<file path="config.mk">
export PLATFORM = sky130hd
export DESIGN_NAME = fp_writeback
export DESIGN_NICKNAME = d
export VERILOG_FILES = /design/src/hdl/fp_wb_pkg.sv /design/src/hdl/fp_wb_select.sv /design/src/hdl/fp_normalize.sv /design/src/hdl/fp_round.sv /design/src/hdl/fp_writeback.sv
export VERILOG_INCLUDE_DIRS = /design/src /design/src/hdl
export SDC_FILE = /design/constraint.sdc
export NUM_CORES = 1
export LEC_CHECK = 0
export BUFFER_PORTS_ARGS = -buffer_cell sky130_fd_sc_hd__buf_2
export CAP_MARGIN = 10
export CORE_MARGIN = 8
export CORE_UTILIZATION = 55
export CTS_CLUSTER_SIZE = 20
export DETAILED_ROUTE_END_ITERATION = 6
export PLACE_DENSITY = 0.85
export REMOVE_ABC_BUFFERS = 1
export SYNTH_ARGS = -nofsm -noshare
export SYNTH_HDL_FRONTEND = slang
export SYNTH_SLANG_ARGS = --single-unit
</file>
<file path="constraint.sdc">
create_clock -name clk -period 9.05 [get_ports clk]
set_clock_uncertainty 0.05 [all_clocks]
set_input_delay 0.905 -clock clk [delete_from_list [all_inputs] [get_ports clk]]
set_output_delay 0.905 -clock clk [all_outputs]
set_load 0.005 [all_outputs]
</file>
<file path="src/hdl/fp_wb_cfg.svh">
`ifndef FP_WB_CFG_SVH
`define FP_WB_CFG_SVH

//////////////////////////////////////////////////
// writeback group size

// execution units feeding the stage
`define FP_WB_NUM_UNITS 4

// instruction id width
`define FP_WB_ID_W 4

//////////////////////////////////////////////////
// single-precision field layout

`define FP_WB_EXPO_W 8
`define FP_WB_FRAC_W 23
`define FP_WB_FLEN 32

//////////////////////////////////////////////////
// shifter widths

// leading-zero count from the units
`define FP_WB_SHIFT_W 5

// denormalizing right shift amount
`define FP_WB_RSHIFT_W 8

`endif

</file>
<file path="src/hdl/fp_wb_pkg.sv">
`default_nettype none

`include "fp_wb_cfg.svh"

package fp_wb_pkg;

    // riscv frm encodings
    typedef enum logic [2:0] {
        RNE = 3'b000,
        RTZ = 3'b001,
        RDN = 3'b010,
        RUP = 3'b011,
        RMM = 3'b100
    } rounding_mode_t;

    typedef struct packed {
        logic guard;
        logic round;
        logic sticky;
    } grs_t;

    typedef struct packed {
        logic                       sign;
        logic [`FP_WB_EXPO_W-1:0]   expo;
        logic [`FP_WB_FRAC_W-1:0]   frac;
    } fp_data_t;

    // one unit's unrounded result offer
    typedef struct packed {
        logic                       done;
        logic [`FP_WB_ID_W-1:0]     id;
        fp_data_t                   data;
        logic                       expo_overflow;
        logic [4:0]                 fflags;
        rounding_mode_t             rm;
        logic                       carry;
        logic                       safe;
        logic                       hidden;
        grs_t                       grs;
        logic [`FP_WB_SHIFT_W-1:0]  clz;
        logic                       subnormal;
        logic                       right_shift;
        logic [`FP_WB_RSHIFT_W-1:0] right_shift_amt;
    } fp_unit_result_t;

    // stage 1, selected offer
    typedef struct packed {
        logic                       valid;
        logic [`FP_WB_ID_W-1:0]     id;
        fp_data_t                   data;
        logic                       expo_overflow;
        logic [4:0]                 fflags;
        rounding_mode_t             rm;
        logic                       carry;
        logic                       safe;
        logic                       hidden;
        grs_t                       grs;
        logic [`FP_WB_SHIFT_W-1:0]  clz;
        logic                       subnormal;
        logic                       right_shift;
        logic [`FP_WB_RSHIFT_W-1:0] right_shift_amt;
    } fp_normalize_packet_t;

    // stage 2, normalized value plus round decision
    typedef struct packed {
        logic                       valid;
        logic [`FP_WB_ID_W-1:0]     id;
        fp_data_t                   data;
        logic                       expo_overflow;
        logic                       hidden;
        logic                       roundup;
        logic [`FP_WB_FLEN-1:0]     result_if_overflow;
        logic [4:0]                 fflags;
    } fp_round_packet_t;

    typedef struct packed {
        logic                       valid;
        logic [`FP_WB_ID_W-1:0]     id;
        logic [`FP_WB_FLEN-1:0]     data;
    } fp_wb_packet_t;

    // fflags order is nv dz of uf nx
    typedef struct packed {
        logic                       valid;
        logic [`FP_WB_ID_W-1:0]     id;
        logic [4:0]                 fflags;
    } fflags_wb_t;

endpackage

`default_nettype wire

</file>
<file path="src/hdl/fp_wb_select.sv">
`timescale 1ns/1ps
`default_nettype none

`include "fp_wb_cfg.svh"

module fp_wb_select (
    input  fp_wb_pkg::fp_unit_result_t      unit_results [`FP_WB_NUM_UNITS],
    output fp_wb_pkg::fp_normalize_packet_t norm_packet,
    output logic [`FP_WB_NUM_UNITS-1:0]     ack
);

    localparam int SEL_W = $clog2(`FP_WB_NUM_UNITS);

    logic [`FP_WB_NUM_UNITS-1:0] done_vec;
    logic [SEL_W-1:0]            sel;
    logic                        any_done;
    fp_wb_pkg::fp_unit_result_t  winner;

    //////////////////////////////////////////////////
    // fixed priority, lowest index wins

    always_comb begin
        for (int i = 0; i < `FP_WB_NUM_UNITS; i++) begin
            done_vec[i] = unit_results[i].done;
        end
    end

    assign any_done = |done_vec;

    // scan downward so the lowest done index is the last one written
    always_comb begin
        sel = '0;
        for (int i = `FP_WB_NUM_UNITS - 1; i >= 0; i--) begin
            if (done_vec[i]) begin
                sel = SEL_W'(i);
            end
        end
    end

    //////////////////////////////////////////////////
    // result mux and ack

    assign winner = unit_results[sel];

    always_comb begin
        norm_packet.valid           = any_done;
        norm_packet.id              = winner.id;
        norm_packet.data            = winner.data;
        norm_packet.expo_overflow   = winner.expo_overflow;
        norm_packet.fflags          = winner.fflags;
        norm_packet.rm              = winner.rm;
        norm_packet.carry           = winner.carry;
        norm_packet.safe            = winner.safe;
        norm_packet.hidden          = winner.hidden;
        norm_packet.grs             = winner.grs;
        norm_packet.clz             = winner.clz;
        norm_packet.subnormal       = winner.subnormal;
        norm_packet.right_shift     = winner.right_shift;
        norm_packet.right_shift_amt = winner.right_shift_amt;
    end

    // one-hot, zero when nothing is done
    always_comb begin
        ack      = '0;
        ack[sel] = any_done;
    end

endmodule

`default_nettype wire

</file>
<file path="src/hdl/fp_normalize.sv">
`timescale 1ns/1ps
`default_nettype none

`include "fp_wb_cfg.svh"

module fp_normalize (
    input  logic                       sign,
    input  logic [`FP_WB_EXPO_W-1:0]   expo,
    input  logic                       expo_overflow,
    input  logic [`FP_WB_FRAC_W-1:0]   frac,
    input  logic [`FP_WB_SHIFT_W-1:0]  left_shift_amt,
    input  logic                       subnormal,
    input  logic                       right_shift,
    input  logic [`FP_WB_RSHIFT_W-1:0] right_shift_amt,
    input  logic                       hidden,
    input  logic                       safe,
    input  logic                       carry,
    input  fp_wb_pkg::grs_t            grs,
    output logic                       sign_norm,
    output logic [`FP_WB_EXPO_W-1:0]   expo_norm,
    output logic                       expo_overflow_norm,
    output logic [`FP_WB_FRAC_W-1:0]   frac_norm,
    output logic                       hidden_norm,
    output fp_wb_pkg::grs_t            grs_norm
);

    // hidden, fraction, safe, guard, round
    localparam int EXT_W = `FP_WB_FRAC_W + 4;

    logic [EXT_W-1:0]           ext;
    logic [EXT_W-1:0]           ext_left;
    logic [2*EXT_W-1:0]         ext_right;
    logic [EXT_W-1:0]           right_kept;
    logic [EXT_W-1:0]           right_lost;
    logic [`FP_WB_RSHIFT_W-1:0] rshift_clamped;
    logic [`FP_WB_EXPO_W:0]     expo_plus_one;

    // safe lands on the guard position when no shift happens
    assign ext = {hidden, frac, safe, grs.guard, grs.round};

    assign ext_left = ext << left_shift_amt;

    // anything past the full width is all sticky anyway
    assign rshift_clamped = (right_shift_amt > `FP_WB_RSHIFT_W'(EXT_W)) ?
                            `FP_WB_RSHIFT_W'(EXT_W) : right_shift_amt;
    assign ext_right      = {ext, {EXT_W{1'b0}}} >> rshift_clamped;
    assign right_kept     = ext_right[2*EXT_W-1:EXT_W];
    assign right_lost     = ext_right[EXT_W-1:0];

    assign expo_plus_one = {1'b0, expo} + 1'b1;

    assign sign_norm = sign;

    always_comb begin
        if (carry) begin
            // mantissa reached 2.0, one step right
            hidden_norm        = carry;
            frac_norm          = ext[EXT_W-1:4];
            grs_norm.guard     = ext[3];
            grs_norm.round     = ext[2];
            grs_norm.sticky    = ext[1] | ext[0] | grs.sticky;
            expo_norm          = expo_plus_one[`FP_WB_EXPO_W-1:0];
            expo_overflow_norm = expo_overflow | expo_plus_one[`FP_WB_EXPO_W] |
                                 (&expo_plus_one[`FP_WB_EXPO_W-1:0]);
        end else if (right_shift) begin
            // denormalize to the minimum exponent
            hidden_norm        = right_kept[EXT_W-1];
            frac_norm          = right_kept[EXT_W-2:3];
            grs_norm.guard     = right_kept[2];
            grs_norm.round     = right_kept[1];
            grs_norm.sticky    = right_kept[0] | (|right_lost) | grs.sticky;
            expo_norm          = '0;
            expo_overflow_norm = 1'b0;
        end else begin
            hidden_norm        = ext_left[EXT_W-1];
            frac_norm          = ext_left[EXT_W-2:3];
            grs_norm.guard     = ext_left[2];
            grs_norm.round     = ext_left[1];
            grs_norm.sticky    = ext_left[0] | grs.sticky;
            // unit clamps clz for a subnormal result, exponent pins to zero
            expo_norm          = subnormal ? '0 :
                                 expo - `FP_WB_EXPO_W'(left_shift_amt);
            expo_overflow_norm = expo_overflow;
        end
    end

endmodule

`default_nettype wire

</file>
<file path="src/hdl/fp_round.sv">
`timescale 1ns/1ps
`default_nettype none

`include "fp_wb_cfg.svh"

module fp_round (
    input  logic                       sign,
    input  fp_wb_pkg::rounding_mode_t  rm,
    input  fp_wb_pkg::grs_t            grs,
    input  logic                       lsb,
    output logic                       roundup,
    output logic [`FP_WB_FLEN-1:0]     result_if_overflow
);

    logic inexact;
    logic toward_zero;

    assign inexact = grs.guard | grs.round | grs.sticky;

    //////////////////////////////////////////////////
    // round-up decision per mode

    always_comb begin
        case (rm)
            fp_wb_pkg::RNE: roundup = grs.guard & (grs.round | grs.sticky | lsb);
            fp_wb_pkg::RTZ: roundup = 1'b0;
            fp_wb_pkg::RDN: roundup = sign & inexact;
            fp_wb_pkg::RUP: roundup = ~sign & inexact;
            fp_wb_pkg::RMM: roundup = grs.guard;
            default:        roundup = 1'b0;
        endcase
    end

    //////////////////////////////////////////////////
    // saturated value on exponent overflow

    // modes that round toward zero for this sign stop at max finite
    assign toward_zero = (rm == fp_wb_pkg::RTZ) |
                         ((rm == fp_wb_pkg::RDN) & ~sign) |
                         ((rm == fp_wb_pkg::RUP) & sign);

    assign result_if_overflow = toward_zero ?
        {sign, {(`FP_WB_EXPO_W-1){1'b1}}, 1'b0, {`FP_WB_FRAC_W{1'b1}}} :
        {sign, {`FP_WB_EXPO_W{1'b1}}, {`FP_WB_FRAC_W{1'b0}}};

endmodule

`default_nettype wire

</file>
<file path="src/hdl/fp_writeback.sv">
`timescale 1ns/1ps
`default_nettype none

`include "fp_wb_cfg.svh"

module fp_writeback (
    input  logic                           clk,
    input  logic                           rst,
    input  fp_wb_pkg::fp_unit_result_t     unit_results [`FP_WB_NUM_UNITS],
    output logic [`FP_WB_NUM_UNITS-1:0]    ack,
    output fp_wb_pkg::fp_wb_packet_t       wb_packet,
    output fp_wb_pkg::fflags_wb_t          fflags_wb,
    output fp_wb_pkg::fp_wb_packet_t       wb_snoop
);

    fp_wb_pkg::fp_normalize_packet_t norm_packet;
    fp_wb_pkg::fp_normalize_packet_t norm_packet_r;
    fp_wb_pkg::fp_round_packet_t     round_packet;
    fp_wb_pkg::fp_round_packet_t     round_packet_r;

    logic                     sign_norm;
    logic [`FP_WB_EXPO_W-1:0] expo_norm;
    logic                     expo_overflow_norm;
    logic [`FP_WB_FRAC_W-1:0] frac_norm;
    logic                     hidden_norm;
    fp_wb_pkg::grs_t          grs_norm;
    logic                     roundup;
    logic [`FP_WB_FLEN-1:0]   result_if_overflow;

    logic [`FP_WB_FRAC_W+1:0] frac_sum;
    logic                     frac_carry;
    logic                     promote;
    logic                     expo_inc;
    logic [`FP_WB_FRAC_W-1:0] frac_out;
    logic [`FP_WB_EXPO_W:0]   expo_sum;
    logic                     overflow_exp;
    logic                     underflow_exp;
    logic [4:0]               fflags_out;

    //////////////////////////////////////////////////
    // unit select and stage 1

    fp_wb_select u_select (
        .unit_results (unit_results),
        .norm_packet  (norm_packet),
        .ack          (ack)
    );

    always_ff @(posedge clk) begin
        norm_packet_r <= norm_packet;
        if (rst) begin
            norm_packet_r.valid <= 1'b0;
        end
    end

    //////////////////////////////////////////////////
    // shared normalize and round decision

    fp_normalize u_normalize (
        .sign               (norm_packet_r.data.sign),
        .expo               (norm_packet_r.data.expo),
        .expo_overflow      (norm_packet_r.expo_overflow),
        .frac               (norm_packet_r.data.frac),
        .left_shift_amt     (norm_packet_r.clz),
        .subnormal          (norm_packet_r.subnormal),
        .right_shift        (norm_packet_r.right_shift),
        .right_shift_amt    (norm_packet_r.right_shift_amt),
        .hidden             (norm_packet_r.hidden),
        .safe               (norm_packet_r.safe),
        .carry              (norm_packet_r.carry),
        .grs                (norm_packet_r.grs),
        .sign_norm          (sign_norm),
        .expo_norm          (expo_norm),
        .expo_overflow_norm (expo_overflow_norm),
        .frac_norm          (frac_norm),
        .hidden_norm        (hidden_norm),
        .grs_norm           (grs_norm)
    );

    fp_round u_round (
        .sign               (sign_norm),
        .rm                 (norm_packet_r.rm),
        .grs                (grs_norm),
        .lsb                (frac_norm[0]),
        .roundup            (roundup),
        .result_if_overflow (result_if_overflow)
    );

    always_comb begin
        round_packet.valid              = norm_packet_r.valid;
        round_packet.id                 = norm_packet_r.id;
        round_packet.data.sign          = sign_norm;
        round_packet.data.expo          = expo_norm;
        round_packet.data.frac          = frac_norm;
        round_packet.expo_overflow      = expo_overflow_norm;
        round_packet.hidden             = hidden_norm;
        round_packet.roundup            = roundup;
        round_packet.result_if_overflow = result_if_overflow;
        // lost bits make it inexact, invalid results keep their flags
        round_packet.fflags = {norm_packet_r.fflags[4:1],
                               norm_packet_r.fflags[0] |
                               (~norm_packet_r.fflags[4] & (|grs_norm))};
    end

    always_ff @(posedge clk) begin
        round_packet_r <= round_packet;
        if (rst) begin
            round_packet_r.valid <= 1'b0;
        end
    end

    //////////////////////////////////////////////////
    // increment, overflow select, flags

    assign frac_sum   = {1'b0, round_packet_r.hidden, round_packet_r.data.frac} +
                        (`FP_WB_FRAC_W + 2)'(round_packet_r.roundup);
    assign frac_carry = frac_sum[`FP_WB_FRAC_W+1];
    // subnormal that rounds up into the smallest normal
    assign promote    = ~round_packet_r.hidden & frac_sum[`FP_WB_FRAC_W];
    assign expo_inc   = frac_carry | promote;
    assign frac_out   = frac_carry ? frac_sum[`FP_WB_FRAC_W:1] :
                                     frac_sum[`FP_WB_FRAC_W-1:0];

    assign expo_sum     = {1'b0, round_packet_r.data.expo} + (`FP_WB_EXPO_W + 1)'(expo_inc);
    assign overflow_exp = round_packet_r.expo_overflow | expo_sum[`FP_WB_EXPO_W] |
                          (expo_inc & (&expo_sum[`FP_WB_EXPO_W-1:0]));

    assign underflow_exp = ~round_packet_r.hidden & (|frac_out);

    // overflow also raises inexact
    assign fflags_out = round_packet_r.fflags[4] ? round_packet_r.fflags :
                        round_packet_r.fflags |
                        {2'b00, overflow_exp, underflow_exp, overflow_exp};

    assign fflags_wb.valid  = round_packet_r.valid;
    assign fflags_wb.id     = round_packet_r.id;
    assign fflags_wb.fflags = fflags_out;

    assign wb_packet.valid = round_packet_r.valid;
    assign wb_packet.id    = round_packet_r.id;
    assign wb_packet.data  = overflow_exp ? round_packet_r.result_if_overflow :
                             {round_packet_r.data.sign,
                              expo_sum[`FP_WB_EXPO_W-1:0],
                              frac_out};

    //////////////////////////////////////////////////
    // store forwarding snoop, one cycle behind

    always_ff @(posedge clk) begin
        wb_snoop <= wb_packet;
        if (rst) begin
            wb_snoop.valid <= 1'b0;
        end
    end

endmodule

`default_nettype wire

</file>
# ---- Yosys cells after proc, flatten, opt, wreduce, memory -nomap -nowiden
# Cells that the tools add are included.
dict set report word_totals {
  ramBits 0
  latchBits 0
  word_cells 110
  rom_bits 0
  register_bits 181
  memories 0
}
dict set report classes {
  add_sub_neg 4
  multipliers 0
  shift 2
  n_eq_ne 4
  n_mux 25
  div 0
  reduce_logical 8
  bitwise_logic 32
  n_lt_le_gt_ge 4
}
# operator n
set ops {}
lappend ops {{binary-select mux 67 bit (select 2 bit)} 1}
lappend ops {{2-to-1 mux 66 bit} 2}
lappend ops {{2-to-1 mux 23 bit} 3}
lappend ops {{right shift 54 x 8 -> 54 bit} 1}
lappend ops {{2-to-1 mux 32 bit} 1}
lappend ops {{2-to-1 mux 8 bit} 4}
lappend ops {{OR reduction 27 bit} 1}
lappend ops {{left shift 27 x 5 -> 27 bit} 1}
lappend ops {{adder 24 x 1 -> 25 bit} 1}
lappend ops {{2-to-1 mux 24 bit} 1}
lappend ops {{OR reduction 23 bit} 1}
lappend ops {{bitwise OR 1 bit} 17}
lappend ops {{AND reduction 8 bit} 2}
lappend ops {{adder 8 x 1 -> 9 bit} 1}
lappend ops {{adder 8 x 1 -> 9 bit, second input constant} 1}
lappend ops {{AND 1 bit} 9}
lappend ops {{> comparator 8 x 5 -> 1 bit, second input constant} 1}
lappend ops {{2-to-1 mux 2 bit} 4}
lappend ops {{subtractor 8 x 5 -> 8 bit} 1}
lappend ops {{== test 3 x 2 -> 1 bit, second input constant} 2}
lappend ops {{2-to-1 mux 3 bit} 2}
lappend ops {{2-to-1 mux 5 bit} 1}
lappend ops {{bitwise OR 5 x 3 -> 5 bit} 1}
lappend ops {{AND 4 bit} 1}
lappend ops {{14 further kinds} 19}

# ---- Longest topological paths before layout
dict set report depth {
  depth_word 12
  ltp_mapped 20
}

# ---- Hierarchy
# From an unflattened synthesis, not the netlist that was laid out.
dict set report unflattened {
  hier_cells 1408
  hier_area_um2 11767.5
}
# mod area_per_inst_um2 cells_per_inst seq_area_each_um2 n_inst
set by_module_without_submodules {}
lappend by_module_without_submodules {fp_writeback 5157.4 423 3623.5 1}
lappend by_module_without_submodules {fp_normalize 4181.5 624 0.0 1}
lappend by_module_without_submodules {fp_wb_select 2108.3 318 0.0 1}
lappend by_module_without_submodules {fp_round 320.3 43 0.0 1}

# ---- Worst setup path after synthesis
# OpenSTA, ideal clock, no wires.
dict set report synth_path {
  kind {flip-flop to output port}
  from {register round_packet_r[37] (netlist bit)}
  to {output port wb_packet[0] (netlist bit)}
  path_stages_with_launch 20
  arrival_ns 3.430
  setup_slack_ns 4.665
  path_buffers 2
  path_cell_list {dfxtp_1 ha_1 ha_1 inv_1 nor4_2 nand4_1 nor2_1 nand3_1 nand2b_1 ha_1 ha_1 nand3_1 nor2_1 a31oi_1 inv_1 a31oi_1 buf_2 nor2_1 buf_2 a21oi_1}
}
# element line_no
set synth_lines {}
lappend synth_lines {{start: declaration} fp_writeback.sv:19} ;# fp_wb_pkg::fp_round_packet_t round_packet_r;
lappend synth_lines {{start signal: assignment} fp_writeback.sv:106} ;# round_packet_r <= round_packet;
lappend synth_lines {{end: declaration} fp_writeback.sv:11} ;# output fp_wb_pkg::fp_wb_packet_t wb_packet,

==> impl_metrics.py <==
metrics = {
    "outcome": {
        "run_status": "finished clean",
    },
    "logic_synthesis": {
        "yosysSeqAreaShare_pct": 29.9,
        "synth-async-reset-ratio_pct": 0,
        "synth_common_cells": "sky130_fd_sc_hd__dfxtp_1, sky130_fd_sc_hd__o21ai_0, sky130_fd_sc_hd__nand2_1, sky130_fd_sc_hd__mux2i_1, sky130_fd_sc_hd__a21oi_1",
        "netlist_instances": 1263,
        "cell_taking_the_most_area_after_synthesis": "sky130_fd_sc_hd__dfxtp_1",
        "netlist_top_cells_area": "sky130_fd_sc_hd__dfxtp_1, sky130_fd_sc_hd__mux2i_1, sky130_fd_sc_hd__o21ai_0, sky130_fd_sc_hd__a22oi_1, sky130_fd_sc_hd__nand2_1",
        "post_synth_num_cell_types": 72,
        "synth_edf_count": 0,
        "ys_seq_elements": 151,
        "ys_dominant_reg_cell": "sky130_fd_sc_hd__dfxtp_1",
        "synthMostInstantiatedCell": "sky130_fd_sc_hd__dfxtp_1",
        "syn_area_cell_um2": 8.02,
        "synth.yosys.warnings": 0,
        "syn-cell-area_mm2": 0.0101,
        "netlist.area_leader.share_pct": 29.9,
    },
    "clock_network": {
        "ctsResizeCount": 0,
        "worstSkewPairLatency_ps": 430,
        "numClockSinks": 151,
        "clockBufferDepth": 2,
        "cts_hold_buffers": 0,
        "post-cts-setup-buffers": 0,
        "cts_root_buf": "sky130_fd_sc_hd__clkbuf_16",
        "clkSlewWorstSetupHoldPaths_ps": 70,
        "cts_buffers": 17,
        "cts_tree": "done",
        "h-tree-depth": 4,
    },
    "floorplan": {
        "floorplan.io_pins": 358,
        "floorplan.die.height_um": 152,
        "floorplan.core_area_mm2": 0.0180,
        "fp.dieArea_mm2": 0.0230,
        "initial_cell_density_of_the_core_pct": 56.2,
        "die_width_um": 152,
        "rows": 49,
    },
    "global_routing": {
        "number_of_antenna_violations_at_the_first_check_in_global_routing": 1,
        "grt_overflow": 0,
        "grt_max_degree": 67,
        "number_of_global_route_vias_before_repair": 11100,
        "grt_pass1_wl_um": 59300,
        "grt.total_usage_pct": 32.8,
    },
    "pwr": {
        "netSwitchingPower_w": 0.000912,
        "clkPwrFrac_pct": 30.4,
        "comb_power_share_pct": 32.3,
        "internal_power_w": 0.00151,
        "power.share.sequential_pct": 37.3,
        "worst_ir_drop_vdd_uv": 149,
        "power_per_cell_area_mw_per_mm2": 194,
        "power.share.switching_pct": 37.6,
        "power_leakage_nw": 5.40,
    },
    "detailed_routing": {
        "met3_length_um": 4510,
        "post-route-drc-count": 0,
        "drt-pass1-iter-count": 7,
        "top_layer_used": "met5",
        "drt-wirelength-per-cell_um": 22.2,
        "postRouteAntennaNets": 0,
        "wirelength_met1_um": 15500,
        "drtIter0Drc": 1346,
        "vias": 11400,
        "met2_wirelength_um": 18200,
        "finalWirelength_um": 39600,
        "avg_vias_per_cell": 6.39,
    },
    "setup_path": {
        "cpMaxStageDelayCell": "sky130_fd_sc_hd__a31oi_1",
        "timing.critical_path.from_type": "flip-flop",
        "reg2reg_depth": 17,
        "worstPathArrival_ps": 5030,
        "worstSetupPathType": "flip-flop to output port",
        "worst_setup_path_end_kind": "output port",
        "timing.critical_path.fanout_max": 12,
        "worst_r2r_startpoint": "round_packet_r[37]$_DFF_P_",
        "critPathMostFrequentCell": "sky130_fd_sc_hd__ha_1",
        "critical_path.cell_chain": "ha_1 > ha_1 > inv_1 > nor4_2 > nand4_1 > nor2_1 > nand3_1 > nand2b_1 > ha_1 > ha_1 > nand2b_1 > o22ai_1 > a31oi_1 > nand2_1 > o21ai_0 > buf_2",
        "cp-startpoint": "round_packet_r[37]$_DFF_P_",
        "crit_required_ps": 8100,
        "critical_path.max_stage_delay_ps": 720,
    },
    "finish": {
        "fillCellCount": 1462,
        "stdcell_area_mm2": 0.0125,
        "drive_gt1_share_pct": 29.7,
        "layout.nets": 1828,
        "insertedDiodeCount": 0,
        "area_delta_synth_final_pct": 23.2,
    },
    "timing": {
        "worstMarginPinSlew_ps": 1100,
        "min_period_over_period_pct": 66.2,
        "final.min_clock_period_ps": 5990,
        "slew_violations": 0,
        "slew_headroom_pct": 26.6,
        "timing.final.hold_violations": 0,
        "count_of_endpoints_failing_setup_in_the_final_report": 0,
        "max_freq_mhz": 167,
        "setup-tns-final_ps": 0,
        "rsz0062_at_grt": "no",
        "layout_setup_ws_ps": 3060,
    },
    "job": {
        "max_cap_violations": 0,
    },
    "placement": {
        "pre_cts_slack_ps": 3580,
        "gpl.final_weighted_congestion": 1.02,
        "placed_area_mm2": 0.0119,
        "placement.io_buffers": 357,
        "post-dp-hpwl_um": 30400,
    },
    "hold_path": {
        "hp-class": "flip-flop to flip-flop",
        "min_from": "norm_packet_r[26]$_DFF_P_",
        "hold_depth": 0,
    },
}
-- critical path: cells and delay by family (launching register included) --
family,cells,cell delay [ps]
AO/OA/AOI/OAI,3,1110
adder cells (fa/ha/maj),4,900
buffers and inverters,2,250
flip-flops,1,320
AND/OR/NAND/NOR,7,2030
-- layout make-up --
class	count	area (um2)	area share [%]
well taps	229	287	2.30
clock buffers	17	425	3.41
flip-flops and latches	151	3020	24.2
multi-input cells	960	6460	51.8
clock inverters	15	196	1.57
repair buffers	380	1960	15.7
inverters	34	128	1.02
-- per-stage QoR --
stage	hold WS (ps)	cells	utilization, %	total power (W)
floorplan	260	1145	-	0.00133
CTS	276	1786	69.2	0.00240
global route	278	1786	69.2	0.00253
finish	277	1786	69.2	0.00242
global placement	260	1754	65.8	0.00165
detailed placement	262	1754	65.8	0.00167
-- flip-flops by register name, indices dropped and copies added (netlist names) --
register and flops:
norm_packet_r 67, wb_snoop 37, fflags_wb 5, round_packet_r 42
-- cells in the final DEF (no fill, tap or decap), types with 17 or more instances in the layout --
cell	synthesis	final
sky130_fd_sc_hd__a211oi_1	23	23
sky130_fd_sc_hd__a21oi_1	81	81
sky130_fd_sc_hd__a22oi_1	70	70
sky130_fd_sc_hd__a31oi_1	22	22
sky130_fd_sc_hd__buf_2	13	357
sky130_fd_sc_hd__buf_4	12	23
sky130_fd_sc_hd__clkbuf_16	0	17
sky130_fd_sc_hd__dfxtp_1	151	151
sky130_fd_sc_hd__inv_1	27	27
sky130_fd_sc_hd__mux2i_1	105	105
sky130_fd_sc_hd__nand2_1	111	111
sky130_fd_sc_hd__nand3_1	53	53
sky130_fd_sc_hd__nand4_1	25	25
sky130_fd_sc_hd__nor2_1	67	66
sky130_fd_sc_hd__nor3_1	22	20
sky130_fd_sc_hd__o21ai_0	127	127
sky130_fd_sc_hd__o22ai_1	21	21
sky130_fd_sc_hd__xnor2_1	21	21
-- path summary, 6_finish.rpt --
path | end | slack [ps]
worst max-delay path | wb_packet[7] | 3060
worst min-delay path | round_packet_r[2]$_DFF_P_ | 280
worst max register to register | wb_snoop[18]$_DFF_P_ | 4450
worst min register to register | round_packet_r[2]$_DFF_P_ | 280
-- power groups by stage --
stage | sequential (W) | clock [W] | combinational [W]
2_1_floorplan | 0.000887 | 0 | 0.000446
3_5_place_dp | 0.000909 | 0 | 0.000759
4_1_cts | 0.000895 | 0.000743 | 0.000765
3_3_place_gp | 0.000904 | 0 | 0.000751
6_report | 0.000904 | 0.000736 | 0.000784
5_1_grt | 0.000911 | 0.000771 | 0.000849
-- layer usage --
metal	global-route usage [%]	vias to the layer above
met4	13.3	2
met5	0	-
met2	52.1	759
li1	-	5291
met1	41.5	5237
met3	8.76	128
-- cell families after synthesis --
family,count (synthesis),synth area share [%]
AO/OA/AOI/OAI,437,27.4
XOR/XNOR,34,2.94
adder cells (fa/ha/maj),14,1.80
buffers and inverters,152,6.55
flip-flops,151,29.9
multiplexers,135,15.4
AND/OR/NAND/NOR,340,16.1
Note: power is estimated with default switching activity, not from simulation.
